$ cat config.mk
export PLATFORM = sky130hd
export DESIGN_NAME = rtcMenu
export DESIGN_NICKNAME = d
export VERILOG_FILES = /design/src/hw/rtcMenuPkg.sv /design/src/hw/rtcBusIf.sv /design/src/hw/rtcMenu.sv /design/src/hw/alarmTimer.sv /design/src/hw/cursorControl.sv /design/src/hw/rtcShadowRegs.sv /design/src/hw/rtcBusMaster.sv /design/src/hw/sweepSequencer.sv
export SDC_FILE = /design/constraint.sdc
export NUM_CORES = 1
export LEC_CHECK = 0
export BUFFER_PORTS_ARGS = -buffer_cell sky130_fd_sc_hd__buf_4
export CORE_UTILIZATION = 60
export CTS_BUF_LIST = sky130_fd_sc_hd__clkbuf_4 sky130_fd_sc_hd__clkbuf_8
export DETAILED_ROUTE_END_ITERATION = 8
export PLACE_DENSITY = 0.77
export SETUP_SLACK_MARGIN = 0.3
export SLEW_MARGIN = 20
export SYNTH_ARGS = -nofsm -noshare
export SYNTH_HDL_FRONTEND = slang
export SYNTH_SLANG_ARGS = --single-unit
$ cat constraint.sdc
create_clock -name CLK -period 8.1 [get_ports CLK]
set_input_delay 0 -clock CLK [delete_from_list [all_inputs] [get_ports CLK]]
set_output_delay 0 -clock CLK [all_outputs]
set_load 0.02 [all_outputs]
$ cat src/hw/rtcMenuPkg.sv
package rtcMenuPkg;

	////////////////////
	// Address map
	////////////////////

	typedef logic [6:0] rtcAddr_t;      // RTC register address

	localparam int RegCount = 11;       // 7 time + 4 timer registers

	localparam rtcAddr_t TimeFirst  = 7'h21;  // Seconds
	localparam rtcAddr_t TimeLast   = 7'h27;  // Year
	localparam rtcAddr_t TimerFirst = 7'h41;
	localparam rtcAddr_t TimerLast  = 7'h44;

	////////////////////
	// Register byte
	////////////////////

	// Same byte seen by the bus and by the BCD editor
	typedef union packed
	{
		logic [7:0] raw;
		struct packed
		{
			logic [3:0] tens;
			logic [3:0] units;
		} bcd;
	} rtcByte_t;

	// Window address to shadow slot, time block first
	function automatic logic [3:0] regIndex(input rtcAddr_t addr);
		logic [6:0] offset;
		if (addr >= TimerFirst)
			offset = addr - TimerFirst + (TimeLast - TimeFirst + 7'd1);  // Timer block after time
		else
			offset = addr - TimeFirst;
		return offset[3:0];
	endfunction

endpackage
$ cat src/hw/rtcBusIf.sv
`timescale 1ns/1ps

// One register transfer at a time, valid held until ready
interface rtcBusIf import rtcMenuPkg::*; ();

	logic     valid;   // Request pending
	logic     write;   // 1 = write sweep
	rtcAddr_t addr;
	logic     ready;   // One-cycle completion pulse
	logic [7:0] wdata; // From shadow entry at addr
	logic [7:0] rdata; // Valid with ready on a read

	modport requester (output valid, output write, output addr, input ready);

	modport responder (input valid, input write, input addr, input wdata,
		output ready, output rdata);

	// Shadow snoops completions and supplies write data
	modport observer (input valid, input write, input addr, input ready,
		input rdata, output wdata);

endinterface

$ cat src/hw/rtcMenu.sv
`timescale 1ns/1ps

module rtcMenu import rtcMenuPkg::*; #(
	parameter int WaitCycles = 5,
	parameter int AlarmCycles = 3
) (
	input  logic CLK,
	input  logic RST,
	input  logic irq,
	input  logic btnUp,
	input  logic btnDown,
	input  logic btnLeft,
	input  logic btnRight,
	input  logic btnCenter,
	input  logic [7:0] busRdata,
	input  logic busAck,
	output logic busReq,
	output logic busWe,
	output rtcAddr_t busAddr,
	output logic [7:0] busWdata,
	output rtcAddr_t cursor,
	output logic [7:0] cursorValue,
	output logic writing,
	output logic alarm,
	output logic stopwatch
);

	rtcBusIf bus ();                   // Sequencer to pin master

	////////////////////
	// Register sweeps
	////////////////////
	sweepSequencer #(.WaitCycles(WaitCycles)) sequencer_i (
		.CLK(CLK), .RST(RST), .commit(btnCenter), .bus(bus.requester), .writing(writing)
	);

	rtcBusMaster master_i (
		.CLK(CLK), .RST(RST), .bus(bus.responder),
		.busReq(busReq), .busWe(busWe), .busAddr(busAddr), .busWdata(busWdata),
		.busRdata(busRdata), .busAck(busAck)
	);

	////////////////////
	// Editing
	////////////////////
	rtcShadowRegs shadow_i (
		.CLK(CLK), .RST(RST), .bus(bus.observer), .cursor(cursor),
		.up(btnUp), .down(btnDown), .cursorValue(cursorValue)
	);

	cursorControl cursor_i (
		.CLK(CLK), .RST(RST), .left(btnLeft), .right(btnRight), .center(btnCenter),
		.cursor(cursor)
	);

	// Interrupt to alarm pulse
	alarmTimer #(.AlarmCycles(AlarmCycles)) alarm_i (
		.CLK(CLK), .RST(RST), .irq(irq), .alarm(alarm), .stopwatch(stopwatch)
	);

endmodule

$ cat src/hw/alarmTimer.sv
`timescale 1ns/1ps

module alarmTimer #(
	parameter int AlarmCycles = 3      // Alarm pulse length
) (
	input  logic CLK,
	input  logic RST,
	input  logic irq,
	output logic alarm,
	output logic stopwatch
);

	localparam int CntW = $clog2(AlarmCycles + 1);

	logic active;                      // 0 idle, 1 alarm running
	logic [CntW-1:0] cnt;

	assign alarm = active;
	assign stopwatch = active && (cnt == CntW'(AlarmCycles));  // Last alarm cycle

	always_ff @(posedge CLK or posedge RST)
	begin
		if (RST)
		begin
			active <= 1'b0;
			cnt <= '0;
		end
		else if (!active)
		begin
			if (irq)
			begin
				active <= 1'b1;
				cnt <= CntW'(1);
			end
		end
		else if (stopwatch)
			active <= 1'b0;              // irq while running is dropped
		else
			cnt <= cnt + CntW'(1);
	end

endmodule

$ cat src/hw/cursorControl.sv
`timescale 1ns/1ps

module cursorControl import rtcMenuPkg::*; (
	input  logic CLK,
	input  logic RST,
	input  logic left,
	input  logic right,
	input  logic center,
	output rtcAddr_t cursor
);

	rtcAddr_t cursorNext;

	// Step with jumps over the gap between blocks
	always_comb
	begin
		cursorNext = cursor;
		if (center)
			cursorNext = TimeFirst;      // Home, beats the arrows
		else if (left)
		begin
			if (cursor == TimeLast)
				cursorNext = TimerFirst;
			else if (cursor == TimerLast)
				cursorNext = TimeFirst;  // Wrap to start
			else
				cursorNext = cursor + 7'd1;
		end
		else if (right)
		begin
			if (cursor == TimeFirst)
				cursorNext = TimerLast;  // Wrap to end
			else if (cursor == TimerFirst)
				cursorNext = TimeLast;
			else
				cursorNext = cursor - 7'd1;
		end
	end

	always_ff @(posedge CLK or posedge RST)
	begin
		if (RST)
			cursor <= TimeFirst;
		else
			cursor <= cursorNext;
	end

endmodule

$ cat src/hw/rtcShadowRegs.sv
`timescale 1ns/1ps

module rtcShadowRegs import rtcMenuPkg::*; (
	input  logic CLK,
	input  logic RST,
	rtcBusIf.observer bus,
	input  rtcAddr_t cursor,
	input  logic up,
	input  logic down,
	output logic [7:0] cursorValue
);

	rtcByte_t shadow [RegCount];
	logic editing;                     // Local edits not yet written back
	logic [3:0] curIdx, busIdx;
	logic readDone, writeDone;

	// 99 wraps to 00
	function automatic rtcByte_t bcdInc(input rtcByte_t b);
		rtcByte_t r;
		r = b;
		if (b.bcd.units == 4'd9)
		begin
			r.bcd.units = 4'd0;
			r.bcd.tens = (b.bcd.tens == 4'd9) ? 4'd0 : b.bcd.tens + 4'd1;
		end
		else
			r.bcd.units = b.bcd.units + 4'd1;
		return r;
	endfunction

	// 00 wraps to 99
	function automatic rtcByte_t bcdDec(input rtcByte_t b);
		rtcByte_t r;
		r = b;
		if (b.bcd.units == 4'd0)
		begin
			r.bcd.units = 4'd9;
			r.bcd.tens = (b.bcd.tens == 4'd0) ? 4'd9 : b.bcd.tens - 4'd1;
		end
		else
			r.bcd.units = b.bcd.units - 4'd1;
		return r;
	endfunction

	assign curIdx = regIndex(cursor);
	assign busIdx = regIndex(bus.addr);
	assign readDone = bus.valid && bus.ready && !bus.write;
	assign writeDone = bus.valid && bus.ready && bus.write && (bus.addr == TimerLast);
	assign bus.wdata = shadow[busIdx].raw;
	assign cursorValue = shadow[curIdx].raw;

	always_ff @(posedge CLK or posedge RST)
	begin
		if (RST)
		begin
			for (int i = 0; i < RegCount; i++)
				shadow[i] <= '0;
			editing <= 1'b0;
		end
		else
		begin
			if (readDone && !editing)
				shadow[busIdx].raw <= bus.rdata;   // Refresh from chip
			// Button edit wins over a same-cycle read
			if (up)
				shadow[curIdx] <= bcdInc(shadow[curIdx]);
			else if (down)
				shadow[curIdx] <= bcdDec(shadow[curIdx]);
			if (up || down)
				editing <= 1'b1;
			else if (writeDone)
				editing <= 1'b0;             // Whole shadow now on chip
		end
	end

endmodule

$ cat src/hw/rtcBusMaster.sv
`timescale 1ns/1ps

module rtcBusMaster import rtcMenuPkg::*; (
	input  logic CLK,
	input  logic RST,
	rtcBusIf.responder bus,
	output logic busReq,
	output logic busWe,
	output rtcAddr_t busAddr,
	output logic [7:0] busWdata,
	input  logic [7:0] busRdata,
	input  logic busAck
);

	localparam logic [1:0] StIdle = 2'd0;
	localparam logic [1:0] StRequest = 2'd1;  // req high, waiting for ack
	localparam logic [1:0] StRelease = 2'd2;  // req low, waiting for ack to drop
	localparam logic [1:0] StDone = 2'd3;

	logic [1:0] state;
	logic [7:0] rdataQ;

	assign bus.ready = (state == StDone);   // Single cycle, valid still high
	assign bus.rdata = rdataQ;

	////////////////////
	// Four-phase FSM
	////////////////////
	always_ff @(posedge CLK or posedge RST)
	begin
		if (RST)
		begin
			state <= StIdle;
			busReq <= 1'b0;
		end
		else
		begin
			case (state)
				StIdle: if (bus.valid)
				begin
					state <= StRequest;
					busReq <= 1'b1;
				end
				StRequest: if (busAck)
				begin
					state <= StRelease;
					busReq <= 1'b0;
				end
				StRelease: if (!busAck) state <= StDone;
				default: state <= StIdle;
			endcase
		end
	end

	// Pin payload, latched at transfer start
	always_ff @(posedge CLK)
	begin
		if (state == StIdle && bus.valid)
		begin
			busAddr <= bus.addr;
			busWe <= bus.write;
			busWdata <= bus.wdata;
		end
		if (state == StRequest && busAck)
			rdataQ <= busRdata;          // Chip data valid with ack
	end

endmodule

$ cat src/hw/sweepSequencer.sv
`timescale 1ns/1ps

module sweepSequencer import rtcMenuPkg::*; #(
	parameter int WaitCycles = 5       // Idle gap between sweeps, at least 2
) (
	input  logic CLK,
	input  logic RST,
	input  logic commit,               // Center button
	rtcBusIf.requester bus,
	output logic writing
);

	localparam int WaitW = $clog2(WaitCycles + 1);

	localparam logic [1:0] MainSweep = 2'd0, MainWait = 2'd1, MainChoose = 2'd2;
	localparam logic CntIdle = 1'b0, CntRun = 1'b1;

	logic [1:0] mainState;
	logic cntState;
	logic waitBusy;
	logic [WaitW-1:0] waitCnt;
	logic pendingWrite;                // Commit seen, not yet served
	rtcAddr_t addr;

	logic sweepDone, waitDone;

	assign bus.valid = (cntState == CntRun);
	assign bus.addr  = addr;
	assign bus.write = writing;

	// Last ready of the sweep
	assign sweepDone = (cntState == CntRun) && bus.ready && (addr == TimerLast);
	assign waitDone  = waitBusy && (waitCnt == WaitW'(WaitCycles - 1));

	////////////////////
	// Main machine
	////////////////////
	always_ff @(posedge CLK or posedge RST)
	begin
		if (RST)
		begin
			mainState <= MainSweep;      // First sweep starts out of reset
			writing <= 1'b0;
			pendingWrite <= 1'b0;
		end
		else
		begin
			case (mainState)
				MainSweep: if (sweepDone)
				begin
					mainState <= MainWait;
					writing <= 1'b0;
				end
				MainWait: if (waitDone) mainState <= MainChoose;
				default:
				begin
					// Pick direction of the next sweep
					mainState <= MainSweep;
					writing <= pendingWrite | commit;
				end
			endcase
			if (mainState == MainChoose)
				pendingWrite <= 1'b0;
			else if (commit)
				pendingWrite <= 1'b1;    // Held until the running sweep ends
		end
	end

	////////////////////
	// Count machine
	////////////////////
	always_ff @(posedge CLK or posedge RST)
	begin
		if (RST)
		begin
			cntState <= CntRun;
			addr <= TimeFirst;
		end
		else if (cntState == CntIdle)
		begin
			if (mainState == MainChoose) cntState <= CntRun;
		end
		else if (bus.ready)
		begin
			if (addr == TimerLast)
			begin
				cntState <= CntIdle;
				addr <= TimeFirst;       // Ready for next sweep
			end
			else if (addr == TimeLast)
				addr <= TimerFirst;      // Jump to timer block
			else
				addr <= addr + 7'd1;
		end
	end

	// Wait counter, Choose adds the last idle cycle
	always_ff @(posedge CLK or posedge RST)
	begin
		if (RST)
		begin
			waitBusy <= 1'b0;
			waitCnt <= '0;
		end
		else if (sweepDone)
		begin
			waitBusy <= 1'b1;
			waitCnt <= WaitW'(1);
		end
		else if (waitDone)
			waitBusy <= 1'b0;
		else if (waitBusy)
			waitCnt <= waitCnt + WaitW'(1);
	end

endmodule

# After elaboration in Yosys (flattened, before gate mapping)

Index checks and enable logic that the tools add are counted.

Bits in registers: 142
Latch bits: 0
Memory bits (writable): 0
ROM bits: 0
Input port bits: 17
Output and inout bits: 35
Logic and storage cells: 178
Memories: 0

Add/subtract/negate cells: 15
Multipliers: 0
Div/mod/pow operators: 0
Order comparisons: 6
Equality and inequality tests: 22
Shift-type cells: 0
Mux-type cells: 70
Bitwise logic cells: 4
Reduce and logical (&&, ||, !) cells: 33

Operator list:

| operator                                                  | number |
|---|---|
| bitwise mux 88 bit                                        | 3 |
| 2-to-1 mux 88 bit                                         | 3 |
| binary-select mux 8 bit (select 4 bit)                    | 2 |
| demux 8 bit (select 4 bit)                                | 2 |
| 2-to-1 mux 7 bit                                          | 9 |
| 2-to-1 mux 4 bit                                          | 14 |
| 2-to-1 mux 8 bit                                          | 6 |
| subtractor 4 x 1 -> 4 bit (second input constant)         | 6 |
| equality test 7 x 6 -> 1 bit (second input constant)      | 3 |
| equality test 7 bit (second input constant)               | 3 |
| 2-to-1 mux 1 bit                                          | 16 |
| 2-to-1 mux 2 bit                                          | 8 |
| adder 7 x 1 -> 7 bit (second input constant)              | 2 |
| greater-or-equal comparator 7 bit (second input constant) | 2 |
| logical AND 1 bit                                         | 12 |
| nonzero test 2 bit                                        | 6 |
| greater-or-equal comparator 5 bit (second input constant) | 2 |
| < comparator 5 x 1 -> 1 bit (second input constant)       | 2 |
| NOT 4 -> 5 bit                                            | 2 |
| AND reduction 2 bit                                       | 5 |
| 2-to-1 mux 3 bit                                          | 3 |
| adder 4 x 1 -> 4 bit (second input constant)              | 2 |
| adder 4 x 3 -> 4 bit (second input constant)              | 2 |
| equality test 2 bit (second input constant)               | 4 |
| 19 further kinds                                          | 31 |

# Logic depth before layout (Yosys ltp)

Depth after elaboration: 15
Gate-level depth with buffers: 20
Depth with buffers taken out: 13

# Modules after synthesis

A second synthesis with hierarchy kept.

Cell total of the unflattened synthesis: 1,277
Area total of the unflattened synthesis: 11,212.0 µm²

By module, submodules not included:

| module         | times used | cells an instance | area each (µm²) | seq. area each (µm²) |
|---|---|---|---|---|
| rtcShadowRegs  | 1          | 1,038             | 8,521.9         | 2,227.1 |
| rtcBusMaster   | 1          | 46                | 952.2           | 795.8 |
| sweepSequencer | 1          | 83                | 809.5           | 404.1 |
| cursorControl  | 1          | 97                | 789.5           | 177.7 |
| alarmTimer     | 1          | 13                | 138.9           | 75.1 |

# Least setup slack after synthesis

No wires, ideal clock.

Path kind: register to register
Start: register cursor_i.cursor[1]
End: register shadow_i.shadow[47] (netlist bit)
Setup time: 140 ps
Arrival time: 4,448 ps
Required time: 7,960 ps
Setup slack: 3,512 ps
Stages on the path, launching flop included: 18
Buffers on the path: 5
Clock period less this slack: 4,588 ps
Path through: dfrtp_1 buf_1 buf_2 inv_1 ha_1 and2b_1 o31a_1 buf_6 buf_6 xnor2_2 mux4_2 a22oi_2 inv_1 a211oi_1 a2bb2o_1 a22o_1 buf_6 a22oi_2

Cells in the longest elaborated chain, start to end: 15
Elaborated cells between the ends (all ways): 31
Classes of those cells: 5 x add/sub; 3 x order compare; 2 x eq/ne; 17 x mux; 1 x bitwise; 3 x reduce/logical

RTL lines:

| what                                                                  | RTL line                           | text |
|---|---|---|
| start: declaration                                                    | cursorControl.sv:9                 | `output rtcAddr_t cursor` |
| start signal: assignment                                              | cursorControl.sv:43                | `cursor <= TimeFirst;` |
| start signal: assignment                                              | cursorControl.sv:45                | `cursor <= cursorNext;` |
| subtractor 4 x 1 -> 4 bit                                             | rtcMenuPkg.sv:35, rtcMenuPkg.sv:37 |  |
| adder 4 x 3 -> 4 bit                                                  | rtcMenuPkg.sv:35                   | `offset = addr - TimerFirst + (TimeLast - TimeFirst + 7'd1);` |
| 2-to-1 mux 4 bit *                                                    | rtcMenuPkg.sv:34                   | `if (addr >= TimerFirst)` |
| NOT 4 -> 5 bit *                                                      | --                                 |  |
| binary-select mux 8 bit (select 4 bit) *                              | --                                 |  |
| 2-to-1 mux 8 bit * (2 in a row)                                       | --                                 |  |
| via cursorValue[5]                                                    | rtcMenu.sv:22                      | `output logic [7:0] cursorValue,` |
| subtractor 4 x 1 -> 4 bit / logical NOT 4 bit (equally long branches) | rtcShadowRegs.sv:39                | `r.bcd.tens = (b.bcd.tens == 4'd0) ? 4'd9 : b.bcd.tens - 4'd1;` |
| 2-to-1 mux 4 bit                                                      | rtcShadowRegs.sv:39                |  |
| 2-to-1 mux 4 bit                                                      | rtcShadowRegs.sv:36                | `if (b.bcd.units == 4'd0)` |
| 2-to-1 mux 4 bit                                                      | rtcShadowRegs.sv:68                | `else if (down)` |
| 2-to-1 mux 4 bit                                                      | rtcShadowRegs.sv:66                | `if (up)` |
| bitwise mux 88 bit                                                    | rtcShadowRegs.sv:69                | `shadow[curIdx] <= bcdDec(shadow[curIdx]);` |
| 2-to-1 mux 88 bit                                                     | rtcShadowRegs.sv:68                |  |
| 2-to-1 mux 88 bit *                                                   | rtcShadowRegs.sv:66                |  |
| end signal: indexed assignment                                        | rtcShadowRegs.sv:67                | `shadow[curIdx] <= bcdInc(shadow[curIdx]);` |
| end signal: indexed assignment                                        | rtcShadowRegs.sv:69                |  |
| end: declaration                                                      | rtcShadowRegs.sv:13                | `rtcByte_t shadow [RegCount];` |

The timed path passes the listed nets; every way through them passes the cells marked *. The select of a mux whose other input is x is not followed.
A chain may end at the register's enable or synchronous reset.

# Final worst setup path

Start: register cursor_i.cursor[0]
End: register shadow_i.shadow[45] (netlist bit)

Cells in the longest elaborated chain, start to end: 15
Elaborated cells between the ends (all ways): 31
Classes of those cells: 5 x add/sub; 3 x order compare; 2 x eq/ne; 17 x mux; 1 x bitwise; 3 x reduce/logical

RTL lines:

| what                                                                  | RTL line |
|---|---|
| subtractor 4 x 1 -> 4 bit                                             | rtcMenuPkg.sv:35, rtcMenuPkg.sv:37 |
| adder 4 x 3 -> 4 bit                                                  | rtcMenuPkg.sv:35 |
| 2-to-1 mux 4 bit *                                                    | rtcMenuPkg.sv:34 |
| NOT 4 -> 5 bit (implied by the code) *                                | rtcShadowRegs.sv:67, rtcShadowRegs.sv:69 |
| binary-select mux 8 bit (select 4 bit)                                | rtcShadowRegs.sv:67, rtcShadowRegs.sv:69 |
| 2-to-1 mux 8 bit (implied by the code) (2 in a row)                   | rtcShadowRegs.sv:67, rtcShadowRegs.sv:69 |
| subtractor 4 x 1 -> 4 bit / logical NOT 4 bit (equally long branches) | rtcShadowRegs.sv:39 |
| 2-to-1 mux 4 bit                                                      | rtcShadowRegs.sv:39 |
| 2-to-1 mux 4 bit                                                      | rtcShadowRegs.sv:36 |
| 2-to-1 mux 4 bit                                                      | rtcShadowRegs.sv:68 |
| 2-to-1 mux 4 bit                                                      | rtcShadowRegs.sv:66 |
| bitwise mux 88 bit                                                    | rtcShadowRegs.sv:69 |
| 2-to-1 mux 88 bit                                                     | rtcShadowRegs.sv:68 |
| 2-to-1 mux 88 bit *                                                   | rtcShadowRegs.sv:66 |

Every way passes the cells marked *; elsewhere a longest branch is shown, timed or not. The select of a mux whose other input is x is not followed.

==> flow_summary_export.csv <==
group,metric,value,unit
grt,grt.overflow.total,0,
clock_tree,path_clk_slew,0.09,ns
finish,num-fill-cells,1413,
pwr,clkPwrFrac,17.0,%
clock_tree,cts_tree,"done",
finish,n_antenna_cell,0,
logic_synthesis,synth_area_per_cell,9.67,µm²
setup_path,required,8.40,ns
timing,hold_viol,0,
setup_path,cp_common_cell,"nor2_1",
finish,multi_input_area,6710,µm²
clock_tree,numCtsBuffers,17,
grt,top_usage_layer,"met2",
placed_design,hpwlAfterDp,25000,µm
logic_synthesis,syn_inst,1126,
hold_path,min_path_type,"input pin to flop",
grt,grt_use_met3,8.74,%
clock_tree,post-cts-setup-buffer-count,0,
timing,tns,0,ns
clock_tree,htree_levels,4,
pwr,p_seq_share,30.8,%
pwr,power_switching,1.86,mW
finish,seqCellArea,3680,µm²
grt,grt_pass1_wl,55000,µm
timing,rsz0062_at_grt,"false",
logic_synthesis,synth_top_family_by_area,"compound AO/OA/AOI/OAI gates",
clock_tree,root_buffer,"clkbuf_8",
grt,grt_pass1_vias,9332,
die,die_h,137,µm
setup_path,r2r_end,"shadow_i.shadow[45]$_DFF_PP0_",
grt,grt_use_met1,53.1,%
timing,period_needed,6.14,ns
setup_path,path_cells,"clkinv_1 -> ha_1 -> buf_4 -> nor2_1 -> mux2i_4 -> nor3_2 -> a221oi_2 -> nand3_1 -> nor4_4 -> nor2_1 -> o32ai_2 -> a22oi_1",
logic_synthesis,synthAdderAreaFrac,2.41,%
logic_synthesis,synth-main-ff-cell,"dfrtp_1",
logic_synthesis,seq_area_frac_synth,33.8,%
logic_synthesis,synth_edf_count,24,
timing,finalMaxSlewViolations,0,
logic_synthesis,syn-cell-area,10900,µm²
timing,fin_skew,0.0154,ns
logic_synthesis,synthXorXnorAreaFrac,1.37,%
die,ioPinCount,52,
run_status,outcome,"completed",
pwr,p_int,2.17,mW
pwr,leakagePower,4.77,nW
drt,drtIter0Drc,1225,
clock_tree,cts_sinks,142,
drt,viasPerCell,7.29,
finish,stdcell_count,1376,
logic_synthesis,synth_compound_area_share,21.6,%
placed_design,dpl.cell_count,1328,
pwr,ir_drop,0.000284,V
grt,grtUsageTotal,39.9,%
logic_synthesis,synth_mux_area_share,20.5,%
setup_path,rrSetupSlack,1.96,ns
placed_design,place.gp.congestion,1.04,
timing,period_share,75.8,%
setup_path,slowest_delay,1.11,ns
pwr,p_per_area,339,nW/µm²
run,maxCapViolCount,0,
clock_tree,cts_buffer_depth,2,
logic_synthesis,yosysWarnings,0,
placed_design,port_buffers,51,
logic_synthesis,ys_types,91,
logic_synthesis,syn_nets,1164,
timing,relSlewSlack,24.2,%
setup_path,cp.arrival,6.44,ns
logic_synthesis,async_reset_ff_share,83.1,%
setup_path,startpoint_type,"flop",
logic_synthesis,ys_ff_latch,142,
die,chipWidth,137,µm
hold_path,hp-start,"btnDown",
setup_path,critPathSlowestCell,"ha_1",
setup_path,worst_r2r_path_depth,12,
drt,wirelength,35700,µm
hold_path,hold_end,"shadow_i.shadow[57]$_DFF_PP0_",
grt,grt_max_degree,69,
die,die_area,18700,µm²
setup_path,reg2reg_from,"cursor_i.cursor[0]$_DFFE_PP1P_",
die,core,17500,µm²
setup_path,crit_path_max_fanout,23,
finish,nNetsFinal,1176,
drt,route.detailed.drc,0,
grt,grt_use_met2,61.0,%
timing,worstMarginPinSlew,1.14,ns
pwr,combPwrFrac,52.2,%
die,rows,48,
grt,antenna_found_initial,1,
timing,max_freq,163,MHz
setup_path,end_kind,"flop",
timing,setup_viol,0,
drt,wl_per_cell,25.9,µm
drt,num_vias,10033,
setup_path,critPathKind,"flop to flop",
drt,ant_nets,0,
pwr,sw_frac_of_total,46.1,%
hold_path,worstHoldPathCells,3,
finish,syn2layout_area_growth,9.28,%
die,initial_core_util,62.1,%
drt,drtPass1Iterations,5,
clock_tree,insertion_delay,0.48,ns
logic_synthesis,synth-simple-area-share,15.5,%
finish,drive_above_1_share,22.2,%
[power by group through the flow]
stage | registers, mW | logic (mW) | clock network [mW]
4_1_cts | 1.21 | 2.05 | 0.685
3_3_place_gp | 1.22 | 2.00 | 0
5_1_grt | 1.25 | 2.25 | 0.714
6_report | 1.24 | 2.11 | 0.685
3_5_place_dp | 1.23 | 2.04 | 0
2_1_floorplan | 1.09 | 1.63 | 0
[metrics by stage]
stage	power (mW)	setup WS [ns]	area, µm²	hold slack (ns)	utilization (%)
after floorplan	2.72	3.51	10900	0.0989	-
after global placement	3.22	2.42	11300	0.154	64.3
after detailed placement	3.26	2.25	11300	0.156	64.3
after CTS	3.95	2.23	11900	0.0182	67.9
after global routing	4.21	1.69	11900	0.0393	67.9
final	4.03	1.96	11900	0.0406	67.9
[worst max-delay path by stage]
| stage | cells past startpoint | start | slack, ns | to |
|---|---|---|---|---|
| after floorplan | 17 | cursor_i.cursor[1]$_DFFE_PP0P_ | 3.51 | shadow_i.shadow[47]$_DFF_PP0_ |
| after global placement | 12 | cursor_i.cursor[0]$_DFFE_PP1P_ | 2.42 | shadow_i.shadow[53]$_DFF_PP0_ |
| after detailed placement | 12 | cursor_i.cursor[0]$_DFFE_PP1P_ | 2.25 | shadow_i.shadow[45]$_DFF_PP0_ |
| after CTS | 12 | cursor_i.cursor[0]$_DFFE_PP1P_ | 2.23 | shadow_i.shadow[45]$_DFF_PP0_ |
| after global routing | 12 | cursor_i.cursor[0]$_DFFE_PP1P_ | 1.69 | shadow_i.shadow[45]$_DFF_PP0_ |
| final | 12 | cursor_i.cursor[0]$_DFFE_PP1P_ | 1.96 | shadow_i.shadow[45]$_DFF_PP0_ |
[sequential cells by signal, summed over array words and instances, names as in the netlist, 2 cells and up]
register,count
sequencer_i.bus.addr,7
shadow_i.shadow,88
master_i.busAddr,7
alarm_i.cnt,2
cursor_i.cursor,7
sequencer_i.waitCnt,3
sequencer_i.mainState,2
master_i.busWdata,8
master_i.bus.rdata,8
master_i.state,2
[cell families (layout without fill, tap and decap cells)]
group                    Yosys count  after routing
adder cells (fa/ha/maj)           21             21
flip-flops                       142            142
multiplexers                     169            169
XOR/XNOR                          14             14
buffers and inverters            119            144
AO/OA/AOI/OAI                    306            306
AND/OR/NAND/NOR                  355            355
[metal layers]
layer  wire [µm]  vias up
met5          12        -
met4        1820        2
met3        3750      133
met2       16300      705
met1       13800     4911
li1            -     4282
[synthesized netlist by cell type (8+ instances only)]
cell type	instances	area, µm²
a211oi_1	19	143
a21oi_1	51	255
a221oi_1	18	158
a22oi_1	9	67.6
and2_1	8	50.1
buf_1	9	33.8
buf_2	27	135
clkbuf_1	46	173
dfrtp_1	113	2830
edfxtp_1	24	721
ha_1	21	263
inv_1	27	101
mux2_2	49	552
mux2i_1	81	811
mux4_2	36	811
nand2_1	122	458
nand2b_1	15	93.8
nand3_1	31	155
nand4_1	11	68.8
nor2_1	97	364
nor2b_1	12	75.1
nor3_1	20	100
o21ai_0	61	305
o221a_2	23	259
o22a_1	14	123
o2bb2ai_1	11	96.3
o311a_1	12	120
[timing repair]
action | CTS | global route
gates resized for setup | 0 | 0
hold buffers | 16 | 0
endpoints found under the hold margin | 72 | 0
[area by class of cell]
cell class / count / area share (%)
multi-input cells: 865 / 56.3
flip-flops and latches: 142 / 30.9
repair buffers: 83 / 5.57
well taps: 225 / 2.37
clock buffers: 19 / 2.09
clock inverters: 13 / 1.79
inverters: 29 / 0.936
[worst max-delay path, delay by kind of cell (launching register included)]
kind / cells / cell delay (ns)
AND/OR/NAND/NOR: 5 / 1.02
AO/OA/AOI/OAI: 3 / 1.71
flip-flops: 1 / 0.90
multiplexers: 1 / 0.33
adder cells (fa/ha/maj): 1 / 1.11
buffers and inverters: 2 / 0.86
[cells in the final DEF, fill, tap and decap left out, types with 6 or more instances in the layout]
master           n
a211oi_1        19
a21oi_1         49
a221oi_1        18
a22oi_1          9
a22oi_2          7
a31oi_1          7
and2_1           8
and3_1           7
buf_4           67
clkbuf_8        17
dfrtp_1        113
dlygate4sd3_1   16
edfxtp_1        24
ha_1            21
inv_1           26
mux2_2          49
mux2i_1         81
mux4_2          36
nand2_1        122
nand2b_1        15
nand3_1         31
nand4_1         11
nor2_1          97
nor2b_1         12
nor3_1          20
nor3b_1          6
o211ai_1         7
o21ai_0         61
o221a_2         23
o22a_1          14
o2bb2ai_1       11
o311a_1         12
o31ai_1          7
xnor2_1          6
(Power assumes the default switching activity.)
